==> config.mk <==
export PLATFORM = sky130hd
export DESIGN_NAME = progMem
export DESIGN_NICKNAME = d
export VERILOG_FILES = /design/src/common/cpuPkg.sv /design/src/source/progMem.sv
export SDC_FILE = /design/constraint.sdc
export NUM_CORES = 2
export LEC_CHECK = 0
export BUFFER_PORTS_ARGS = -buffer_cell sky130_fd_sc_hd__buf_2
export CORE_MARGIN = 3
export CORE_UTILIZATION = 49
export DETAILED_ROUTE_END_ITERATION = 16
export PLACE_DENSITY = 0.64
export SETUP_SLACK_MARGIN = 0.3
export SYNTH_ARGS = -nofsm -noshare
export SYNTH_HDL_FRONTEND = slang
export SYNTH_SLANG_ARGS = --single-unit
export TNS_END_PERCENT = 30
==> constraint.sdc <==
create_clock -name clk -period 3.5 [get_ports clk]
set_input_delay 0.7 -clock clk [delete_from_list [all_inputs] [get_ports clk]]
set_output_delay 0.7 -clock clk [all_outputs]
set_load 0.05 [all_outputs]
==> src/common/cpuPkg.sv <==
package cpuPkg;

    // ****************************************
    // Widths
    // ****************************************
    typedef logic [7:0]  dataT;
    typedef logic [15:0] instrT;      // dst[15:12] imm[11:4] op[3:0]
    typedef logic [7:0]  progAddrT;
    typedef logic [15:0] busAddrT;
    typedef logic [3:0]  regIdxT;
    typedef logic [3:0]  opT;
    typedef logic [1:0]  wbSrcT;

    // ****************************************
    // Opcodes
    // ****************************************
    localparam opT OP_NOP  = 4'h0;
    localparam opT OP_LDI  = 4'h1;
    localparam opT OP_ADD  = 4'h2;
    localparam opT OP_SUB  = 4'h3;
    localparam opT OP_AND  = 4'h4;
    localparam opT OP_OR   = 4'h5;
    localparam opT OP_XOR  = 4'h6;
    localparam opT OP_ADDI = 4'h7;
    localparam opT OP_LD   = 4'h8;
    localparam opT OP_ST   = 4'h9;
    localparam opT OP_JMP  = 4'hA;
    localparam opT OP_JZ   = 4'hB;
    localparam opT OP_JC   = 4'hC;
    localparam opT OP_HALT = 4'hF;    // D and E decode as NOP

    // Memory map
    localparam dataT IO_PAGE = 8'h10;
    localparam dataT IO_DIR  = 8'h00;
    localparam dataT IO_PORT = 8'h01;
    localparam dataT IO_PINS = 8'h02;

    localparam int DATA_RAM_WORDS = 4096;
    localparam int DATA_RAM_AW    = $clog2(DATA_RAM_WORDS);
    localparam int PROG_WORDS     = 256;

    // Write-back sources
    localparam wbSrcT WB_ALU = 2'd0;
    localparam wbSrcT WB_IMM = 2'd1;
    localparam wbSrcT WB_MEM = 2'd2;

    // ****************************************
    // Control bundles
    // ****************************************
    typedef struct packed {
        opT   op;
        logic immSel;                 // Second operand from the immediate
        logic flagWe;
    } aluCtrlT;

    typedef struct packed {
        busAddrT addr;
        dataT    wData;
        logic    we;
        logic    re;
    } busReqT;

    typedef struct packed {
        logic   we;
        regIdxT dst;
        wbSrcT  src;
    } wbCtrlT;

    typedef struct packed {
        logic zero;
        logic carry;
    } flagsT;

    typedef enum logic [1:0] {
        S_FETCH,
        S_EXEC,
        S_LOAD,
        S_HALT
    } seqStateT;

endpackage
==> src/source/progMem.sv <==
`timescale 1ns/100ps

module progMem (
    input  logic             clk,
    input  logic             progWe,
    input  cpuPkg::progAddrT progAddr,
    input  cpuPkg::instrT    progData,
    input  cpuPkg::progAddrT fetchAddr,
    input  logic             fetchEn,
    output cpuPkg::instrT    instr
);
    cpuPkg::instrT mem [cpuPkg::PROG_WORDS];

    // Host load port
    always_ff @(posedge clk) begin
        if (progWe)
            mem[progAddr] <= progData;
    end

    // Fetch port, word valid in the cycle after fetchEn
    always_ff @(posedge clk) begin
        if (fetchEn)
            instr <= mem[fetchAddr];
    end

endmodule

==> flow_summary.yaml <==
outcome:
  status: "complete, no violations"
final_layout:
  layout_commonest_cell: "edfxtp_1"
  syn_to_final_growth_pct: 15.5
  drive_gt1_share_pct: 28.8
  fin_nets: 8236
  post-route-util_pct: 57.0
  final_cell_mix: "edfxtp_1 (4,112), mux4_2 (797), buf_4 (707), mux2i_1 (565), clkbuf_16 (410)"
sta:
  finalHoldViolCount: 0
  worstMarginPinSlew_ns: 1.28
  min_period_ns: 3.30
  rsz0062_at_grt: "yes"
  finalSetupViolCount: 0
  period_share_pct: 94.2
  slew_viol_final: 0
  slew_headroom_pct: 13.7
  setup_tns_ns: 0
  fmax_ghz: 0.303
  skew_ns: 0.0540
grt:
  grt_antenna_before_repair: 20
  grt_first_pass_wirelength_mm: 594
  grt_overflow: 0
  track_usage_pct: 24.9
  grt_max_degree: 114
  grt_pass1_vias: 80000
cts:
  cts.sinks: 4112
  cts_buffers: 406
  clock_path_buffers: 4
  post_cts.repair.setup_buffers: 0
  cts_tree: "yes"
  cts.reportedPaths.clkPinSlew_ns: 0.06
  ctsResizeCount: 0
  cts_root_buffer: "clkbuf_16"
  ctsHoldBuffers: 0
  htreeDepth: 5
  worstSkewPairLatency_ns: 0.95
placement:
  place_hpwl_mm: 259
  routabilityCongestion: 0.868
  port_buffers: 50
floorplan:
  die_h_um: 575
  start_util_pct: 49.4
  die_area_um2: 331000
  die_w_um: 575
  placementRows: 208
  coreArea_um2: 322000
  ioPinCount: 51
yosys:
  yosys_warnings: 0
  synth-edff-count: 4112
  ys_async_sr_fraction_pct: 0
  ys_ff_latch: 4112
  ys_types: 51
  netlist_area_um2: 159000
  synthCells: 7360
  synthFlopType: "edfxtp_1"
  avgSynthCellArea_um2: 21.6
  syn_nets: 7395
  ys_seq_area_share_pct: 77.7
routing:
  num_vias: 80300
  wl_mm: 415
  wl_per_cell_um: 32.2
  drcViolationCount: 0
  vias_per_cell: 6.25
  drtIter0Drc: 10100
  firstDrtPassIters: 6
  ant_nets: 0
power_and_ir_drop:
  vdd_ir_drop_max_mv: 0.451
  power.leakage_nw: 59.1
  powerDensity_nw_per_um2: 562
setup_path:
  path_max_fanout: 21
  path_class: "in2reg"
  worstPathArrival_ns: 3.97
  cp-start-kind: "primary input"
  cp-end-kind: "register"
  cp.required_ns: 4.17
worst_hold_path:
  min_path_type: "in2reg"
run:
  maxCapViolations: 0
per-layer routing:
layer / share of wire (%) / wire length, µm / GRT usage, %
met5: 0.0082 / 34 / 0
met4: 3.6 / 14900 / 8.40
met2: 47 / 195000 / 38.6
met3: 9.3 / 38700 / 4.74
met1: 40 / 166000 / 35.8
area by class of cell:
cell class              count  area, µm²
diodes                     12       30.0
clock buffers             486      10500
clock inverters           260       2680
fillers                 23400     138000
inverters                   4       27.5
multi-input cells        2792      33000
flip-flops and latches   4112     123000
well taps                4305       5390
repair buffers            885       8340
worst max-delay path, stage by stage:
cell and delay, ns:
buf_12 0.18, buf_12 0.21, buf_12 0.23, mux4_2 0.52, mux2_2 0.29, a22oi_1 0.46
nand2_1 0.27, o32ai_1 0.74, buf_4 0.25, nor4_1 0.05
synthesized netlist by cell type (all sizes together) (21+ instances only):
master	number	share of area [%]
o21ai	38	0.12
a221oi	28	0.15
a22oi	43	0.20
nand2	38	0.090
nor3	92	0.29
o32ai	21	0.12
mux2i	565	3.6
clkbuf	230	0.54
a22o	32	0.18
edfxtp	4112	78
a21oi	175	0.55
o221ai	253	1.4
mux4	797	11
buf	222	1.1
nor2	304	0.72
o22ai	148	0.58
nand3	35	0.11
nand4	26	0.10
mux2	88	0.62
through the flow:
step | instances | setup WS, ns | total power, mW | hold WS [ns] | instance area (µm²)
finish | 12900 | 0.202 | 103 | 0.129 | 183000
global placement | 12100 | -0.795 | 60.9 | 1.07 | 170000
floorplan | 7360 | 0.551 | 58.1 | 0.799 | 159000
global route | 12800 | 0.259 | 106 | 0.0918 | 183000
detailed placement | 12100 | -0.721 | 61.0 | 1.08 | 170000
CTS | 12800 | 0.304 | 104 | 0.0446 | 183000
flip-flops by register name, indices dropped and copies added, names as in the netlist:
| register | flops |
|---|---|
| mem | 4096 |
| instr | 16 |
power breakdown:
group,internal (mW),leakage [nW],total (mW),switching [mW]
sequential,54.3,37.0,54.4,0.0766
combinational,2.07,15.7,5.53,3.46
clock,24.9,6.44,43.3,18.4
total,81.3,59.1,103,21.9
cell families (layout without fill, tap and decap cells):
family,Yosys count,in the layout,synth area share (%)
other,0,12,0
and+or+nand+nor,556,556,1.57
AOI/OAI and AO/OA,786,786,3.53
muxes,1450,1450,15.5
buffers and inverters,456,1635,1.69
DFF,4112,4112,77.7
path summary, 6_finish.rpt:
kind            endpoint         start  cells past startpoint  slack, ns
max            instr[11]  fetchAddr[0]                     10       0.20
min          mem[123][3]   progData[3]                      1       0.13
max reg2reg    instr[11]    mem[7][11]                      7       0.34
min reg2reg     instr[0]   mem[216][0]                      6       1.18
Power figures use the tool's default switching activity.
