## config.mk

```make
export PLATFORM = sky130hd
export DESIGN_NAME = aluUnit
export DESIGN_NICKNAME = d
export VERILOG_FILES = /design/src/common/cpuPkg.sv /design/src/source/aluUnit.sv
export SDC_FILE = /design/constraint.sdc
export NUM_CORES = 1
export LEC_CHECK = 0
export ABC_AREA = 0
export CAP_MARGIN = 20
export CORE_AREA = 2 2 61 63
export DETAILED_ROUTE_END_ITERATION = 8
export DIE_AREA = 0 0 63 65
export DONT_BUFFER_PORTS = 1
export PLACE_DENSITY = 0.53
export SETUP_SLACK_MARGIN = 0.05
export SLEW_MARGIN = 40
export SYNTH_ARGS = -nofsm -noshare
export SYNTH_HDL_FRONTEND = slang
export SYNTH_SLANG_ARGS = --single-unit
```

## constraint.sdc

```tcl
create_clock -name clk -period 8.1 [get_ports clk]
set_input_delay 1.62 -clock clk [delete_from_list [all_inputs] [get_ports clk]]
set_output_delay 1.62 -clock clk [all_outputs]
set_load 0.01 [all_outputs]
```

## src/common/cpuPkg.sv

```systemverilog
package cpuPkg;

    // ****************************************
    // Widths
    // ****************************************
    typedef logic [7:0]  dataT;
    typedef logic [15:0] instrT;      // dst[15:12] imm[11:4] op[3:0]
    typedef logic [7:0]  progAddrT;
    typedef logic [15:0] busAddrT;
    typedef logic [3:0]  regIdxT;
    typedef logic [3:0]  opT;
    typedef logic [1:0]  wbSrcT;

    // ****************************************
    // Opcodes
    // ****************************************
    localparam opT OP_NOP  = 4'h0;
    localparam opT OP_LDI  = 4'h1;
    localparam opT OP_ADD  = 4'h2;
    localparam opT OP_SUB  = 4'h3;
    localparam opT OP_AND  = 4'h4;
    localparam opT OP_OR   = 4'h5;
    localparam opT OP_XOR  = 4'h6;
    localparam opT OP_ADDI = 4'h7;
    localparam opT OP_LD   = 4'h8;
    localparam opT OP_ST   = 4'h9;
    localparam opT OP_JMP  = 4'hA;
    localparam opT OP_JZ   = 4'hB;
    localparam opT OP_JC   = 4'hC;
    localparam opT OP_HALT = 4'hF;    // D and E decode as NOP

    // Memory map
    localparam dataT IO_PAGE = 8'h10;
    localparam dataT IO_DIR  = 8'h00;
    localparam dataT IO_PORT = 8'h01;
    localparam dataT IO_PINS = 8'h02;

    localparam int DATA_RAM_WORDS = 4096;
    localparam int DATA_RAM_AW    = $clog2(DATA_RAM_WORDS);
    localparam int PROG_WORDS     = 256;

    // Write-back sources
    localparam wbSrcT WB_ALU = 2'd0;
    localparam wbSrcT WB_IMM = 2'd1;
    localparam wbSrcT WB_MEM = 2'd2;

    // ****************************************
    // Control bundles
    // ****************************************
    typedef struct packed {
        opT   op;
        logic immSel;                 // Second operand from the immediate
        logic flagWe;
    } aluCtrlT;

    typedef struct packed {
        busAddrT addr;
        dataT    wData;
        logic    we;
        logic    re;
    } busReqT;

    typedef struct packed {
        logic   we;
        regIdxT dst;
        wbSrcT  src;
    } wbCtrlT;

    typedef struct packed {
        logic zero;
        logic carry;
    } flagsT;

    typedef enum logic [1:0] {
        S_FETCH,
        S_EXEC,
        S_LOAD,
        S_HALT
    } seqStateT;

endpackage
```

## src/source/aluUnit.sv

```systemverilog
`timescale 1ns/100ps

module aluUnit (
    input  logic            clk,
    input  logic            rstN,
    input  cpuPkg::aluCtrlT aluCtrl,
    input  cpuPkg::dataT    dstVal,
    input  cpuPkg::dataT    srcVal,
    input  cpuPkg::dataT    imm,
    output cpuPkg::dataT    result,
    output cpuPkg::flagsT   flags
);
    cpuPkg::dataT opB;
    logic [8:0]   wide;                   // Bit 8 is carry or borrow

    assign opB = aluCtrl.immSel ? imm : srcVal;

    // ****************************************
    // Operations
    // ****************************************
    always_comb begin
        case (aluCtrl.op)
            cpuPkg::OP_ADD,
            cpuPkg::OP_ADDI: wide = {1'b0, dstVal} + {1'b0, opB};
            cpuPkg::OP_SUB:  wide = {1'b0, dstVal} - {1'b0, opB};
            cpuPkg::OP_AND:  wide = {1'b0, dstVal & opB};
            cpuPkg::OP_OR:   wide = {1'b0, dstVal | opB};
            cpuPkg::OP_XOR:  wide = {1'b0, dstVal ^ opB};
            default:         wide = {1'b0, dstVal};
        endcase
    end

    assign result = wide[7:0];

    // Flags register
    always_ff @(posedge clk or negedge rstN) begin
        if (!rstN) begin
            flags <= '0;
        end else if (aluCtrl.flagWe) begin
            flags.zero  <= (wide[7:0] == 8'h00);
            flags.carry <= wide[8];       // Logic ops leave bit 8 clear
        end
    end

endmodule

```

==> results.txt <==
The run finished with clean final reports. The hold buffer count at CTS came out at 0. The number of flip-flops under the largest register name came out at 2. The post-detailed-placement half-perimeter wirelength came out at 3080 µm. After technology mapping, the gate count stands at 186. The largest buffer count on any clock path came out at 2. The cell that appears most often on the critical path is ha_1. The die is 65 µm tall. The full die area is 0.00410 mm². The data arrival time of the worst path is 4.23 ns.

The yosys synthesis warning count came out at 0. The startpoint kind of the worst setup timing path is an input pin. The pre-CTS setup slack is 2.26 ns. After floorplanning, the core was sized to cover 0.00350 mm². The fraction of layout cells with a size suffix above 1 came out at 6.32%. Across all setup checks in the final design, the least slack found is 2.25 ns. The aggregate global-route resource usage is 20.1%. The initial core utilization is 40.7%. The number of global-route vias before repair is 1370. The net count reported at finish is 235.

Based on the critical path, the design can be clocked at up to 171 MHz. Clock latency on the worst-skew pair, taken at its later pin, is 0.23 ns. In the finished design, the share of the clock period the worst path needs comes to 72.2%. The weighted congestion at the end of routability-driven global placement is 0.979. TritonCTS built the clock tree. The depth of the worst register-to-register path came out at 2.

The delay contributed by the slowest stage of the critical path is 0.46 ns. The buffers plus inverters on the worst setup path is 0. The number of vias after detailed routing is 1299. The number of cells on the worst hold path is 2. The register-to-register setup slack is 7.43 ns.

The required arrival time at the worst endpoint is 6.48 ns. The area of the mapped netlist is 0.00142 mm². The pin slew with the least headroom to its limit is 0.601 ns. Summed over all layers, the global routing overflow is 0. Headroom to the max-slew limit came out at 59.7%. The first-pass GRT wire length is 6560 µm. In this run the core area contains 22 standard-cell rows.

The multi-input logic area came out at 0.00117 mm². In this run the tool buffered the top-level ports with 0 buffer cells. The proportion of synthesized flip-flops having asynchronous set or reset is 100%.

The number of slew-limit violations in the final report is 0. In the final layout, the registers with the most flip-flops are flags x2. The largest fanout on the critical path is 10. 0 antenna diodes ended up in the layout.

The level count of the clock H-tree came out at 1. Counting flops per register, the top entry is flags. The critical path goes through mux2i_1 > ha_1 > a21oi_1 > ha_1 > nor2b_1 > o21ai_0 > a31oi_1 > o211a_1 > nor3b_1. The net count of the mapped netlist came out at 245.

In this run, the number of DRC markers left after iteration 0 of detailed routing was 61. STA classifies the critical path endpoint as a primary output. The quantity of gates resized following cts came out at 0. The wire length reported by the detailed router came out at 3840 µm. The register bit count reported by yosys came out at 2. The detailed-route wire length per cell is 17.3 µm. The analysis attributes to cell leakage a power of 0.658 nW. The post-synthesis area per instance came out at 7.66 µm². The total clock buffers created by CTS is 3. The area growth from synthesis to layout is -2.46%.

The time the worst path needs with I/O delays and setup came out at 5.85 ns. Dividing the detail-routed via count by the number of cells gives 5.85. The post-route DRC violation count is 0.

The worst clock skew on the final layout is 0 ns. The remaining number of nets flagged by the antenna check after routing is 0. The number of synthesized flops with an enable pin is 0. Broken down by cell family, the worst path's largest delay share belongs to compound AO/OA/AOI/OAI gates. The maximum number of pins on one net before global-route repair came out at 14. The number of clock sinks seen by CTS came out at 2.

The count of distinct cell types in the synthesized netlist is 51. The kind of critical path is in -> out. For this run, the detailed router's first-pass iteration total came to 4. The depth of the critical timing path with buffers and inverters included is 9.

The path class of the tightest hold or removal check is reg -> reg. The final total negative setup slack came out at 0 ns. Dividing total power by cell area gives a power density of 87.5 mW/mm². The number of antenna violations at the first check in global routing was 0.

The post-synthesis sequential area ratio came out at 3.51%. In this run the horizontal extent of the chip is 63 µm. The final count of hold timing violations is 0. The most used flip-flop cell after synthesis is dfrtp_1.

The clock root buffer master is clkbuf_4. Counting the fill cells in the layout gives 378. The boundary pin count is 42. Clock-pin slew was measured on the worst setup and hold paths at 0.03 ns.

Setup violations remaining at the end of the flow were counted as 0. The critical-path cell with the highest stage delay is nor3b_1. The tool flagged a number of max-cap violations equal to 0. The maximum resistive drop on vdd is 25.1 µV. The buffer count from post-CTS setup fixing came out at 0. Setup repair after global routing left no endpoint under its margin. The sequential cells in the finished layout cover a total of 50.0 µm².
-- synth_stat cells (all sizes together) (2+ instances only) --
master	count	area share, %
nor3b	3	1.6
and3	2	0.88
buf	14	8.0
a31oi	4	1.8
a211oi	5	2.6
mux2	2	1.6
xnor2	6	3.7
nor2b	2	0.88
ha	26	23
nand3	4	1.4
mux2i	11	7.7
nor3	3	1.1
o211a	2	1.4
dfrtp	2	3.5
inv	22	5.8
xor2	3	1.8
o22ai	2	0.88
nand2b	3	1.3
a21oi	6	2.1
o21ai	13	4.6
nand2	11	2.9
or3	2	0.88
nor2	13	3.4
-- tightest hold or removal path, stage by stage (launching register included) --
cell	delay (ns)
dfrtp_1	0.40
inv_1	0.07
o32ai_1	0.06
-- cell usage in the layout, fill, tap and decap left out, types with 2 or more instances in the layout --
master	n
mux2i_1	11
nand2b_1	3
a21oi_1	6
inv_2	2
xnor2_1	6
dfrtp_1	2
nor2b_1	2
nor3_1	3
and3_1	2
inv_1	20
o21ai_0	13
a211oi_1	5
o211a_1	2
nand3_1	4
nor3b_1	3
xor2_1	3
clkbuf_4	3
a31oi_1	4
o22ai_1	2
ha_1	26
nand2_1	11
or3_1	2
nor2_1	13
mux2_2	2
-- where the power goes --
part | leakage (nW) | internal, W | switching, W
Sequential | 0.0276 | 0.0000105 | 0.000000461
Combinational | 0.617 | 0.0000371 | 0.0000509
Clock | 0.0138 | 0.0000164 | 0.00000628
Total | 0.658 | 0.0000639 | 0.0000576
-- kinds of logic after synthesis --
logic type,count (synthesis),synth area share (%)
and+or+nand+nor,54,21.0
AOI/OAI and AO/OA,44,22.3
buffers and inverters,37,14.1
adders and majority gates,27,24.3
muxes,13,9.31
xor gates and xnor gates,9,5.54
DFF,2,3.52
-- metal layers --
layer	vias up	part of all wire (%)	track usage, %
li1	635	-	-
met1	599	42	25.4
met2	61	48	35.1
met3	4	9.4	3.13
met4	0	1.1	6.11
met5	-	0	0
-- through the flow --
step           utilization (%)  hold WS (ns)  total power, W  instance area (µm²)  cells
2_1_floorplan                -         0.550       0.0000934                 1420    186
3_3_place_gp              39.1         0.566       0.0000964                 1370    219
3_5_place_dp              39.1         0.581       0.0000978                 1370    219
4_1_cts                   39.7         0.586        0.000122                 1390    222
5_1_grt                   39.7         0.609        0.000134                 1390    222
6_report                  39.7         0.578        0.000122                 1390    222
-- final cells by class --
class / count / share of cell area (%)
clock buffers: 3 / 1.62
inverters: 22 / 5.95
multi-input cells: 147 / 84.5
flip-flops and latches: 2 / 3.60
well taps: 48 / 4.32
-- path summary, 6_finish.rpt --
check / from / endpoint
setup reg to reg: flags[1] / flags[1]
hold / removal: flags[1] / flags[1]
min in group asynchronous: rstN / flags[1]
hold reg to reg: flags[1] / flags[1]
max in group asynchronous: rstN / flags[0]
setup / recovery: aluCtrl[1] / result[7]
(Power assumes the default switching activity.)
