[src/common/cpuPkg.sv]
package cpuPkg;

    // ****************************************
    // Widths
    // ****************************************
    typedef logic [7:0]  dataT;
    typedef logic [15:0] instrT;      // dst[15:12] imm[11:4] op[3:0]
    typedef logic [7:0]  progAddrT;
    typedef logic [15:0] busAddrT;
    typedef logic [3:0]  regIdxT;
    typedef logic [3:0]  opT;
    typedef logic [1:0]  wbSrcT;

    // ****************************************
    // Opcodes
    // ****************************************
    localparam opT OP_NOP  = 4'h0;
    localparam opT OP_LDI  = 4'h1;
    localparam opT OP_ADD  = 4'h2;
    localparam opT OP_SUB  = 4'h3;
    localparam opT OP_AND  = 4'h4;
    localparam opT OP_OR   = 4'h5;
    localparam opT OP_XOR  = 4'h6;
    localparam opT OP_ADDI = 4'h7;
    localparam opT OP_LD   = 4'h8;
    localparam opT OP_ST   = 4'h9;
    localparam opT OP_JMP  = 4'hA;
    localparam opT OP_JZ   = 4'hB;
    localparam opT OP_JC   = 4'hC;
    localparam opT OP_HALT = 4'hF;    // D and E decode as NOP

    // Memory map
    localparam dataT IO_PAGE = 8'h10;
    localparam dataT IO_DIR  = 8'h00;
    localparam dataT IO_PORT = 8'h01;
    localparam dataT IO_PINS = 8'h02;

    localparam int DATA_RAM_WORDS = 4096;
    localparam int DATA_RAM_AW    = $clog2(DATA_RAM_WORDS);
    localparam int PROG_WORDS     = 256;

    // Write-back sources
    localparam wbSrcT WB_ALU = 2'd0;
    localparam wbSrcT WB_IMM = 2'd1;
    localparam wbSrcT WB_MEM = 2'd2;

    // ****************************************
    // Control bundles
    // ****************************************
    typedef struct packed {
        opT   op;
        logic immSel;                 // Second operand from the immediate
        logic flagWe;
    } aluCtrlT;

    typedef struct packed {
        busAddrT addr;
        dataT    wData;
        logic    we;
        logic    re;
    } busReqT;

    typedef struct packed {
        logic   we;
        regIdxT dst;
        wbSrcT  src;
    } wbCtrlT;

    typedef struct packed {
        logic zero;
        logic carry;
    } flagsT;

    typedef enum logic [1:0] {
        S_FETCH,
        S_EXEC,
        S_LOAD,
        S_HALT
    } seqStateT;

endpackage
[src/source/sequencer.sv]
`timescale 1ns/100ps

module sequencer (
    input  logic             clk,
    input  logic             rstN,
    input  logic             run,
    input  cpuPkg::instrT    instr,
    input  cpuPkg::flagsT    flags,
    input  cpuPkg::dataT     pageReg,
    input  cpuPkg::dataT     dstVal,
    output cpuPkg::progAddrT fetchAddr,
    output logic             fetchEn,
    output cpuPkg::aluCtrlT  aluCtrl,
    output cpuPkg::busReqT   busReq,
    output cpuPkg::wbCtrlT   wbCtrl,
    output cpuPkg::regIdxT   srcIdx,
    output cpuPkg::regIdxT   dstIdx,
    output cpuPkg::dataT     imm,
    output logic             halted
);
    cpuPkg::seqStateT state;
    cpuPkg::progAddrT pc;
    cpuPkg::instrT    ir;
    cpuPkg::instrT    curInstr;
    cpuPkg::opT       op;
    logic             exec;
    logic             aluOp;
    logic             jumpTaken;

    // Fresh word from progMem in S_EXEC and the held copy in S_LOAD
    assign exec     = (state == cpuPkg::S_EXEC);
    assign curInstr = exec ? instr : ir;
    assign op       = curInstr[3:0];
    assign dstIdx   = curInstr[15:12];
    assign srcIdx   = curInstr[11:8];
    assign imm      = curInstr[11:4];
    assign aluOp    = (op >= cpuPkg::OP_ADD) && (op <= cpuPkg::OP_ADDI);

    always_comb begin
        case (op)
            cpuPkg::OP_JMP: jumpTaken = 1'b1;
            cpuPkg::OP_JZ:  jumpTaken = flags.zero;
            cpuPkg::OP_JC:  jumpTaken = flags.carry;
            default:        jumpTaken = 1'b0;
        endcase
    end

    // ****************************************
    // State machine and program counter
    // ****************************************
    always_ff @(posedge clk or negedge rstN) begin
        if (!rstN) begin
            state <= cpuPkg::S_FETCH;
            pc    <= '0;
        end else if (!run) begin             // Restart from zero while stopped
            state <= cpuPkg::S_FETCH;
            pc    <= '0;
        end else begin
            case (state)
                cpuPkg::S_FETCH: state <= cpuPkg::S_EXEC;
                cpuPkg::S_EXEC: begin
                    pc <= jumpTaken ? imm : pc + 8'd1;
                    if (op == cpuPkg::OP_LD)
                        state <= cpuPkg::S_LOAD;
                    else if (op == cpuPkg::OP_HALT)
                        state <= cpuPkg::S_HALT;
                    else
                        state <= cpuPkg::S_FETCH;
                end
                cpuPkg::S_LOAD: state <= cpuPkg::S_FETCH;
                default:        state <= cpuPkg::S_HALT;
            endcase
        end
    end

    always_ff @(posedge clk) begin
        if (exec)
            ir <= instr;                      // Kept for the load write-back
    end

    assign fetchAddr = pc;
    assign fetchEn   = run && (state == cpuPkg::S_FETCH);
    assign halted    = (state == cpuPkg::S_HALT);

    // ****************************************
    // Decode into the three control bundles
    // ****************************************
    always_comb begin
        aluCtrl.op     = op;
        aluCtrl.immSel = (op == cpuPkg::OP_ADDI);
        aluCtrl.flagWe = exec && aluOp;

        busReq.addr  = {pageReg, imm};        // R15 is the page
        busReq.wData = dstVal;
        busReq.we    = exec && (op == cpuPkg::OP_ST);
        busReq.re    = exec && (op == cpuPkg::OP_LD);

        wbCtrl.dst = dstIdx;
        wbCtrl.we  = 1'b0;
        wbCtrl.src = cpuPkg::WB_ALU;
        if (exec && (op == cpuPkg::OP_LDI)) begin
            wbCtrl.we  = 1'b1;
            wbCtrl.src = cpuPkg::WB_IMM;
        end else if (exec && aluOp) begin
            wbCtrl.we = 1'b1;
        end else if (state == cpuPkg::S_LOAD) begin
            wbCtrl.we  = 1'b1;
            wbCtrl.src = cpuPkg::WB_MEM;
        end
    end

    // One bus transfer per execute cycle
    assert property (@(posedge clk) disable iff (!rstN) !(busReq.we && busReq.re));

endmodule

[config.mk]
export PLATFORM = sky130hd
export DESIGN_NAME = sequencer
export DESIGN_NICKNAME = d
export VERILOG_FILES = /design/src/common/cpuPkg.sv /design/src/source/sequencer.sv
export SDC_FILE = /design/constraint.sdc
export NUM_CORES = 1
export LEC_CHECK = 0
export ABC_CLOCK_PERIOD_IN_PS = 1700
export BUFFER_PORTS_ARGS = -buffer_cell sky130_fd_sc_hd__buf_2
export CAP_MARGIN = 25
export CORE_ASPECT_RATIO = 0.8
export CORE_UTILIZATION = 38
export DETAILED_ROUTE_END_ITERATION = 8
export PLACE_DENSITY = 0.83
export SLEW_MARGIN = 5
export SYNTH_ARGS = -nofsm -noshare
export SYNTH_HDL_FRONTEND = slang
export SYNTH_SLANG_ARGS = --single-unit
[constraint.sdc]
create_clock -name clk -period 1.7 [get_ports clk]
set_clock_uncertainty 0.05 [all_clocks]
set_input_delay 0.17 -clock clk [delete_from_list [all_inputs] [get_ports clk]]
set_output_delay 0.17 -clock clk [all_outputs]
set_load 0.01 [all_outputs]
==> results.txt <==
drt first pass iters: 4
Routed WL: 4.52 mm
RSZ-0062 raised after global routing: true
WP data arrival: 1.72 ns
Reg clk slew, reported paths: 0.09 ns
Total GRT Usage: 0.198
worst setup path category: flop to output pin
synthesized instance count: 200
Peak VDD IR: 549 uV
setup tns final: -6.78 ns
highest clock rate: 0.516 GHz
leakage: 1.18 nW
Final Instance Area: 0.00235 sq mm
# diodes: 0
dpl hpwl: 2.85 mm
Finished Layout Cells: 316
share of the synthesized area in the top cell type: 0.198
largest net degree at the start of global routing: 18
Synth Register Bits: 26
CTS tree: done
gpl congestion: 0.871
syn nets: 238
Cell Area, Synth: 0.00162 sq mm
Vias: 1,624
Max H-tree Level: 1
Slew HR: 0.786
placed cell areas: 0.00184 sq mm
Tightest Hold Check Type: input pin to flop
clock root buffer: clkbuf_8
Max Slew Vio Count: 0
post-synthesis sequential area ratio: 0.353
num ports: 102
Inserted Clock Buffers: 3
DIE AREA: 0.00452 sq mm
routed length per placed instance: 14.3 microns
status: finished, violations left
initial cell density of the core: 0.412
global-route wire length before repair: 6.71 mm
clk_lat worst skew: 0.27 ns
worst hold slack: 0.0628 ns
PortBufs: 69
drc violations: 0
failing checks: negative setup slack
placed cell count: 298
DIE HEIGHT: 60.4 microns
share of post-route cells with drive strength above 1: 0.544
Max Cap Violations: 0
Final Cycle Share: 1.14
final worst slack: -0.238 ns
Tmin final: 1.94 ns
crit end category: output pin
Worst Tran Pin Value: 0.318 ns
power density cells: 949 mW/mm^2
final setup vio count: 41
gr ovfl total: 0
synth top area cells: dfxtp_1 20%, dfrtp_1 15%, buf_4 15%, nand2_1 14%, o211ai_1 2.8%
critical path peak fanout: 4
clk buf depth: 2
fill cell count: 323
num rows: 20
area leader, netlist: dfxtp_1
core area: 0.00393 sq mm
initial antenna violation count: 0
YS warnings: 0
Die X: 75.0 microns
post-synth cell types: 44
DRT antenna net count: 0
CP startpoint kind: flop
Nets: 300
Via-to-Cell Ratio: 5.14
Hold Vio Cnt, Final: 0
CP Data Required Time: 1.48 ns
Num Clock Sinks: 26
vias in the first global route: 1,432
area grow syn2layout: 45.2%
Iter 0 DRT Violations: 95
Avg Cell Area, Syn: 8.09 sq um
[sequential cells by signal, summed over array words and instances, names as in the netlist]
signal	count
state	2
ir	16
fetchAddr	8
[cells in the mapped netlist, drive strengths merged]
cell type / count
and3: 5
nor4: 1
o22ai: 5
o31a: 2
buf: 38
nand3: 3
and3b: 1
and2: 2
nor3: 8
clkbuf: 2
and2b: 1
nand2: 62
o311a: 2
a21oi: 2
mux2: 1
nor2: 1
nand2b: 1
o221ai: 1
dfxtp: 16
or2b: 1
ha: 1
inv: 3
a31oi: 1
dfrtp: 10
nand3b: 1
o21bai: 1
clkdlybuf4s25: 1
mux2i: 2
a31o: 1
o31ai: 1
nor2b: 3
nor3b: 4
a22o: 2
nor4bb: 1
o21ai: 2
o211ai: 6
or2: 3
and4bb: 2
[what timing repair did]
item,CTS,global route
buffers inserted,11,2
gates cloned,1,0
resized for setup,47,20
setup endpoints to repair,39,49
pin swaps,12,5
endpoints found under the hold margin,10,0
hold buffers,1,0
[cells in the final DEF, fill, tap and decap left out, types with 3 or more instances in the layout]
master    instances
and3_1            4
buf_2            52
buf_4            21
buf_6            21
clkbuf_8          3
dfrtp_1          10
dfxtp_1          16
inv_1             3
nand2_1          45
nand2_2           8
nand2_4           9
nand3_1           3
nor2b_1           3
nor3_1            8
nor3b_2           3
o211ai_1          6
o22ai_1           3
[stage by stage]
step	setup slack (ns)	total power (W)	utilization
global route	-0.297	0.00234	0.598
detailed placement	-0.113	0.00140	0.468
global placement	-0.0108	0.00138	0.468
CTS	-0.200	0.00217	0.574
floorplan	-0.0115	0.00125	-
finish	-0.238	0.00223	0.598
[final timing paths]
kind	startpoint	end	cells past startpoint	slack, ns
worst max register to register	state[1]$_DFF_PN0_	fetchAddr[1]$_DFFE_PN0P_	6	-0.19
min in group asynchronous	rstN	fetchAddr[6]$_DFFE_PN0P_	2	0.24
worst max-delay path	state[1]$_DFF_PN0_	aluCtrl[1]	5	-0.24
worst min-delay path	instr[15]	ir[15]$_DFF_P_	3	0.06
max in group asynchronous	rstN	fetchAddr[7]$_DFFE_PN0P_	2	1.17
worst min register to register	ir[14]$_DFF_P_	ir[14]$_DFF_P_	2	0.41
[kinds of logic (layout without fill, tap and decap cells)]
group / count (synthesis) / count (layout) / synth area share
AND/OR/NAND/NOR: 100 / 100 / 0.303
buffers and inverters: 44 / 105 / 0.200
AO/OA/AOI/OAI: 26 / 26 / 0.118
flip-flops: 26 / 26 / 0.353
multiplexers: 3 / 3 / 0.0193
adder cells (fa/ha/maj): 1 / 1 / 0.00773
[power breakdown]
group	switching, W	internal, W
clock	0.000197	0.000315
combinational	0.000478	0.000489
sequential	0.0000479	0.000702
total	0.000722	0.00151
[critical path: stages, from the launching register on]
cell and delay [ns]:
dfrtp_1 0.42, and2b_2 0.28, buf_6 0.12, mux2_4 0.32
and3_4 0.18, buf_6 0.12
[final cells by class]
class | count | area (sq um) | share of cell area
clock inverter | 1 | 30.0 | 0.0128
inverter | 3 | 11.3 | 0.00479
clock buffer | 3 | 41.3 | 0.0176
sequential | 26 | 571 | 0.243
timing repair buffer | 98 | 732 | 0.312
tap | 55 | 68.8 | 0.0293
multi-input combinational | 130 | 895 | 0.381
[metal layers]
layer / vias to the layer above / GRT usage / wire length (microns)
li1: 768 / - / -
met1: 771 / 0.256 / 1950
met2: 75 / 0.329 / 2210
met3: 10 / 0.0482 / 294
met4: 0 / 0.0593 / 59
met5: - / 0 / 0
Note: power is estimated with default switching activity, not from simulation.
