$ cat config.mk
export PLATFORM = sky130hd
export DESIGN_NAME = regFile
export DESIGN_NICKNAME = d
export VERILOG_FILES = /design/src/common/cpuPkg.sv /design/src/source/regFile.sv
export SDC_FILE = /design/constraint.sdc
export NUM_CORES = 1
export LEC_CHECK = 0
export ABC_AREA = 0
export BUFFER_PORTS_ARGS = -buffer_cell sky130_fd_sc_hd__buf_2
export CAP_MARGIN = 30
export CORE_MARGIN = 8
export CORE_UTILIZATION = 50
export CTS_BUF_LIST = sky130_fd_sc_hd__clkbuf_2 sky130_fd_sc_hd__clkbuf_4 sky130_fd_sc_hd__clkbuf_8
export CTS_CLUSTER_SIZE = 8
export DETAILED_ROUTE_END_ITERATION = 12
export HOLD_SLACK_MARGIN = 0.12
export PLACE_DENSITY = 0.69
export SETUP_SLACK_MARGIN = 0.02
export SLEW_MARGIN = 20
export SYNTH_ARGS = -nofsm -noshare
export SYNTH_HDL_FRONTEND = slang
export SYNTH_SLANG_ARGS = --single-unit
export TNS_END_PERCENT = 5
$ cat constraint.sdc
create_clock -name clk -period 2.53 [get_ports clk]
set_input_delay 0.506 -clock clk [delete_from_list [all_inputs] [get_ports clk]]
set_output_delay 0.506 -clock clk [all_outputs]
set_load 0.005 [all_outputs]
$ cat src/common/cpuPkg.sv
package cpuPkg;

    // ****************************************
    // Widths
    // ****************************************
    typedef logic [7:0]  dataT;
    typedef logic [15:0] instrT;      // dst[15:12] imm[11:4] op[3:0]
    typedef logic [7:0]  progAddrT;
    typedef logic [15:0] busAddrT;
    typedef logic [3:0]  regIdxT;
    typedef logic [3:0]  opT;
    typedef logic [1:0]  wbSrcT;

    // ****************************************
    // Opcodes
    // ****************************************
    localparam opT OP_NOP  = 4'h0;
    localparam opT OP_LDI  = 4'h1;
    localparam opT OP_ADD  = 4'h2;
    localparam opT OP_SUB  = 4'h3;
    localparam opT OP_AND  = 4'h4;
    localparam opT OP_OR   = 4'h5;
    localparam opT OP_XOR  = 4'h6;
    localparam opT OP_ADDI = 4'h7;
    localparam opT OP_LD   = 4'h8;
    localparam opT OP_ST   = 4'h9;
    localparam opT OP_JMP  = 4'hA;
    localparam opT OP_JZ   = 4'hB;
    localparam opT OP_JC   = 4'hC;
    localparam opT OP_HALT = 4'hF;    // D and E decode as NOP

    // Memory map
    localparam dataT IO_PAGE = 8'h10;
    localparam dataT IO_DIR  = 8'h00;
    localparam dataT IO_PORT = 8'h01;
    localparam dataT IO_PINS = 8'h02;

    localparam int DATA_RAM_WORDS = 4096;
    localparam int DATA_RAM_AW    = $clog2(DATA_RAM_WORDS);
    localparam int PROG_WORDS     = 256;

    // Write-back sources
    localparam wbSrcT WB_ALU = 2'd0;
    localparam wbSrcT WB_IMM = 2'd1;
    localparam wbSrcT WB_MEM = 2'd2;

    // ****************************************
    // Control bundles
    // ****************************************
    typedef struct packed {
        opT   op;
        logic immSel;                 // Second operand from the immediate
        logic flagWe;
    } aluCtrlT;

    typedef struct packed {
        busAddrT addr;
        dataT    wData;
        logic    we;
        logic    re;
    } busReqT;

    typedef struct packed {
        logic   we;
        regIdxT dst;
        wbSrcT  src;
    } wbCtrlT;

    typedef struct packed {
        logic zero;
        logic carry;
    } flagsT;

    typedef enum logic [1:0] {
        S_FETCH,
        S_EXEC,
        S_LOAD,
        S_HALT
    } seqStateT;

endpackage
$ cat src/source/regFile.sv
`timescale 1ns/100ps

module regFile (
    input  logic           clk,
    input  logic           rstN,
    input  cpuPkg::wbCtrlT wbCtrl,
    input  cpuPkg::dataT   aluResult,
    input  cpuPkg::dataT   memData,
    input  cpuPkg::dataT   imm,
    input  cpuPkg::regIdxT dstIdx,
    input  cpuPkg::regIdxT srcIdx,
    output cpuPkg::dataT   dstVal,
    output cpuPkg::dataT   srcVal,
    output cpuPkg::dataT   pageReg
);
    cpuPkg::dataT regs [16];
    cpuPkg::dataT wbVal;

    // ****************************************
    // Write-back select
    // ****************************************
    always_comb begin
        case (wbCtrl.src)
            cpuPkg::WB_IMM: wbVal = imm;
            cpuPkg::WB_MEM: wbVal = memData;
            default:        wbVal = aluResult;
        endcase
    end

    always_ff @(posedge clk or negedge rstN) begin
        if (!rstN) begin
            for (int i = 0; i < 16; i++)
                regs[i] <= '0;
        end else if (wbCtrl.we) begin
            regs[wbCtrl.dst] <= wbVal;
        end
    end

    // Asynchronous read ports
    assign dstVal  = regs[dstIdx];
    assign srcVal  = regs[srcIdx];
    assign pageReg = regs[15];            // High byte of every bus address

endmodule

==> run summary <==
The final routed DRC violation total is 0. The via count of the first global-routing pass was 4921. The count of buffers added by post-CTS timing repair for setup is 0.

The number of top-level pins came out at 65. The total placed instance area came out at approximately 7500 µm². The first global-routing pass estimated 27.3 mm of wire.

The total global routing track utilization is approximately a fifth. The yosys synthesis warning count came out at 0. The fraction of power consumed by the clock network is between 20% and 30%. The total via count in the routed design came out at approximately 4500. The cell with the largest stage delay on the worst path is sky130_fd_sc_hd__mux4_2.

The quantity of gates resized following cts came out at 0. For the pin with the worst max-slew slack, the measured transition is approximately 1100 ps. The cell type group with the largest total delay on the critical path is multiplexers. The arrival time of the worst setup path is approximately 1900 ps. The total CTS buffers is 17. The critical path contains buffers and inverters numbering 3 combined. The share of synthesized area occupied by flip-flops and latches is between 40% and 50%. For this run, the leading register cell type out of synthesis is sky130_fd_sc_hd__dfrtp_1. Dividing the detail-routed via count by the number of cells gives between 6 and 7. The top fanout value on the critical path is 12. The net switching component of the power came out at about 1.7 mW. The final count of hold timing violations came out at 0.

The most critical setup path has its startpoint at srcIdx[0]. The shortest clock period the worst path allows after layout is 2440 ps. Clock skew on the completed layout was measured at 0 ps.

The TritonCTS sink count came out at 128. The count of flip-flops with a built-in enable after synthesis came out at 0. The clock passes through at most 2 buffers. The wire-length estimate of the detail-placed layout is 11.8 mm.

Synthesis produced a netlist with a net count of a little over 500. The number of max-slew violations in the final report came to 0. The endpoint of the worst register-to-register path is regs[25]$_DFFE_PN0P_. The final critical-path share of the clock period came out at a little over nine tenths.

The final instance area came out at 7830 µm². The dominant cell by count in the synthesized netlist is sky130_fd_sc_hd__dfrtp_1. The relative slew slack is between 20% and 30%. The count of inserted antenna diode cells is 0. The critical path goes through buf_2, buf_12, mux4_2, a22oi_1, nand2_1, buf_2.

The timing endpoint of the critical path is srcVal[2]. The post-detailed-route wirelength per cell is 23.3 µm. The critical path runs through a total of 6 cells. The initial antenna violation count is 0.

The slack of the worst reg-to-reg path came out at around 1700 ps. The worst hold path belongs to the class input port to async pin. Summed over all instances, the cell type with the most area after synthesis is sky130_fd_sc_hd__dfrtp_1. The cell count after synthesis came out at roughly 470. The total power per unit cell area is about 760 nW/µm². The number of maximum-capacitance constraint violations is 0. The average footprint of a synthesized cell is about 15 µm².

The static power due to leakage is ~3.5 nW. The clock edge transition at the registers on the reported setup and hold paths is 70 ps. The filler cells instantiated in the layout total approximately 1100.

The synthesized design contains about 130 register bits. The floorplan row count came out at 43. The cell occurring most often along the worst timing path is sky130_fd_sc_hd__buf_2. The commonest cells after synthesis are 128 x sky130_fd_sc_hd__dfrtp_1, 119 x sky130_fd_sc_hd__mux2_2, 64 x sky130_fd_sc_hd__mux4_2, 40 x sky130_fd_sc_hd__a22oi_1, 26 x sky130_fd_sc_hd__nand2_1. Yosys attributes the largest share of cell area to sky130_fd_sc_hd__dfrtp_1 46%, sky130_fd_sc_hd__mux4_2 21%, sky130_fd_sc_hd__mux2_2 19%. The total global routing overflow is 0.

The initial DRC count is about 260. The overall die area came out at about 18000 µm². The worst setup path is captured at a primary output. The area share of the largest cell type after synthesis came out at between 40% and 50%. The switching portion of total power came out at approximately 28%. The post-synthesis instance area is 6990 µm².

In this run, the combinational gates consume approximately a quarter of the power. The share of final-layout standard cells stronger than drive strength 1 is between 50 and 60%. The final layout contains routed wiring with a total length of roughly 17 mm. The vertical die dimension is between 100 and 150 µm.

The maximum number of pins on one net before global-route repair came out at 73. TritonCTS built the clock tree. The startpoint of the worst-slack reg-to-reg timing path is regs[25]$_DFFE_PN0P_. The worst setup path is of the input port to primary output kind.

Setup repair after global routing left no endpoint under its margin. The length in cells of the worst reg-to-reg path is 1. Internal power comes to about 4.3 mW.

In this run the tool buffered the top-level ports with 64 buffer cells. The maximum level of the CTS H-tree is 4. The run finished with clean final reports. The register share of total power came out at 49.3%. The number of detailed-route iterations in the first pass came out at 5.

The floorplan step set the die width to around 130 µm. The maximum cell stage delay along the critical path came out at 520 ps. The hold buffer count at cts came out at 1. The largest voltage drop on the vdd net is 0.358 mV.

The count of unique library cells instantiated by Yosys came out at 25. The last weighted congestion value of the routability-driven placer is between 0.7 and 0.8. In the final timing run, aggregate negative setup slack is 0 ps. The highest attainable clock frequency is between 400 and 500 MHz.

The clock root buffer is sky130_fd_sc_hd__clkbuf_8. For this run, asynchronously set or reset flops after synthesis account for 100%. STA classifies the critical path startpoint as an input port. The later pin in the worst-skew pair is clocked with a latency of 440 ps. The placeable core region came out at roughly 14000 µm². The number of nets in the final layout is between 500 and 600.

The required time of the critical path came out at just over 2000 ps. From synthesis to final layout, the design area changed by 12.0%. The final antenna-violating net count came out at 0.

The final number of setup-violating endpoints is 0. The initial core utilization came out at 50.8%.
[cells in the final DEF (no fill, tap or decap)]
cell type	synthesis	routed
sky130_fd_sc_hd__nand2b_1	3	3
sky130_fd_sc_hd__nor2b_1	4	4
sky130_fd_sc_hd__clkinv_2	0	3
sky130_fd_sc_hd__dlygate4sd3_1	0	1
sky130_fd_sc_hd__nor2_1	4	4
sky130_fd_sc_hd__a22oi_1	40	40
sky130_fd_sc_hd__buf_4	12	8
sky130_fd_sc_hd__mux4_2	64	64
sky130_fd_sc_hd__and2_1	2	2
sky130_fd_sc_hd__nand3b_1	3	3
sky130_fd_sc_hd__nand3_2	1	1
sky130_fd_sc_hd__nor3b_2	1	1
sky130_fd_sc_hd__or3_1	3	3
sky130_fd_sc_hd__nor2_2	8	8
sky130_fd_sc_hd__inv_1	2	2
sky130_fd_sc_hd__clkbuf_4	0	8
sky130_fd_sc_hd__and3_1	1	1
sky130_fd_sc_hd__o21ai_1	8	5
sky130_fd_sc_hd__buf_12	0	7
sky130_fd_sc_hd__mux2_1	9	9
sky130_fd_sc_hd__mux2_2	119	119
sky130_fd_sc_hd__o21ai_2	0	3
sky130_fd_sc_hd__buf_2	17	63
sky130_fd_sc_hd__dfrtp_1	128	128
sky130_fd_sc_hd__nand2_1	26	26
sky130_fd_sc_hd__ha_1	2	2
sky130_fd_sc_hd__clkbuf_8	0	18
[cell families after synthesis]
group | synth area share (%)
mux | 41.2
flops | 45.8
simple gates | 4.13
compound gates | 4.87
buf+inv | 3.60
fa+ha+maj | 0.358
[power by group through the flow]
stage / Sequential [mW] / Clock [mW] / Combinational, mW
after CTS: 2.93 / 1.47 / 1.59
after global routing: 3.01 / 1.56 / 1.72
final: 2.94 / 1.43 / 1.59
after floorplan: 2.83 / 0 / 1.22
after global placement: 2.90 / 0 / 1.53
after detailed placement: 2.97 / 0 / 1.59
[how the worst min path moves through the flow]
stage	end	slack, ps	depth (start not counted)
5_1_grt	regs[52]$_DFFE_PN0P_	520	2
3_3_place_gp	regs[116]$_DFFE_PN0P_	390	1
2_1_floorplan	pageReg[0]$_DFFE_PN0P_	210	0
6_report	regs[116]$_DFFE_PN0P_	490	2
3_5_place_dp	regs[124]$_DFFE_PN0P_	390	1
4_1_cts	regs[109]$_DFFE_PN0P_	480	2
[through the flow]
| stage | power [mW] | util, % | worst slack (ps) | cells | hold slack (ps) |
|---|---|---|---|---|---|
| floorplan | 4.05 | - | 342 | 473 | 210 |
| global placement | 4.44 | 54.3 | 116 | 684 | 391 |
| detailed placement | 4.55 | 54.3 | 90.5 | 685 | 395 |
| CTS | 5.99 | 56.6 | 84.8 | 712 | 475 |
| global route | 6.30 | 56.9 | 21.9 | 716 | 516 |
| finish | 5.97 | 56.9 | 86.9 | 716 | 489 |
[layer usage]
layer	GRT usage, %	wire (µm)
met1	25.8	7290
met2	30.9	8170
met3	4.56	828
met4	8.80	398
met5	0	0
[registers in the layout, indices dropped and copies added (netlist names)]
register  flops
regs        120
pageReg       8
[layout make-up]
cell class                 count  area, µm²  area share (%)
clock buffer                  23        285            3.64
clock inverter                 3       15.0           0.192
inverter                       2       7.51          0.0958
multi-input combinational    298       3550            45.3
sequential                   128       3200            40.9
tap                          180        225            2.88
timing repair buffer          82        548            7.00
Note: power is estimated with default switching activity, not from simulation.
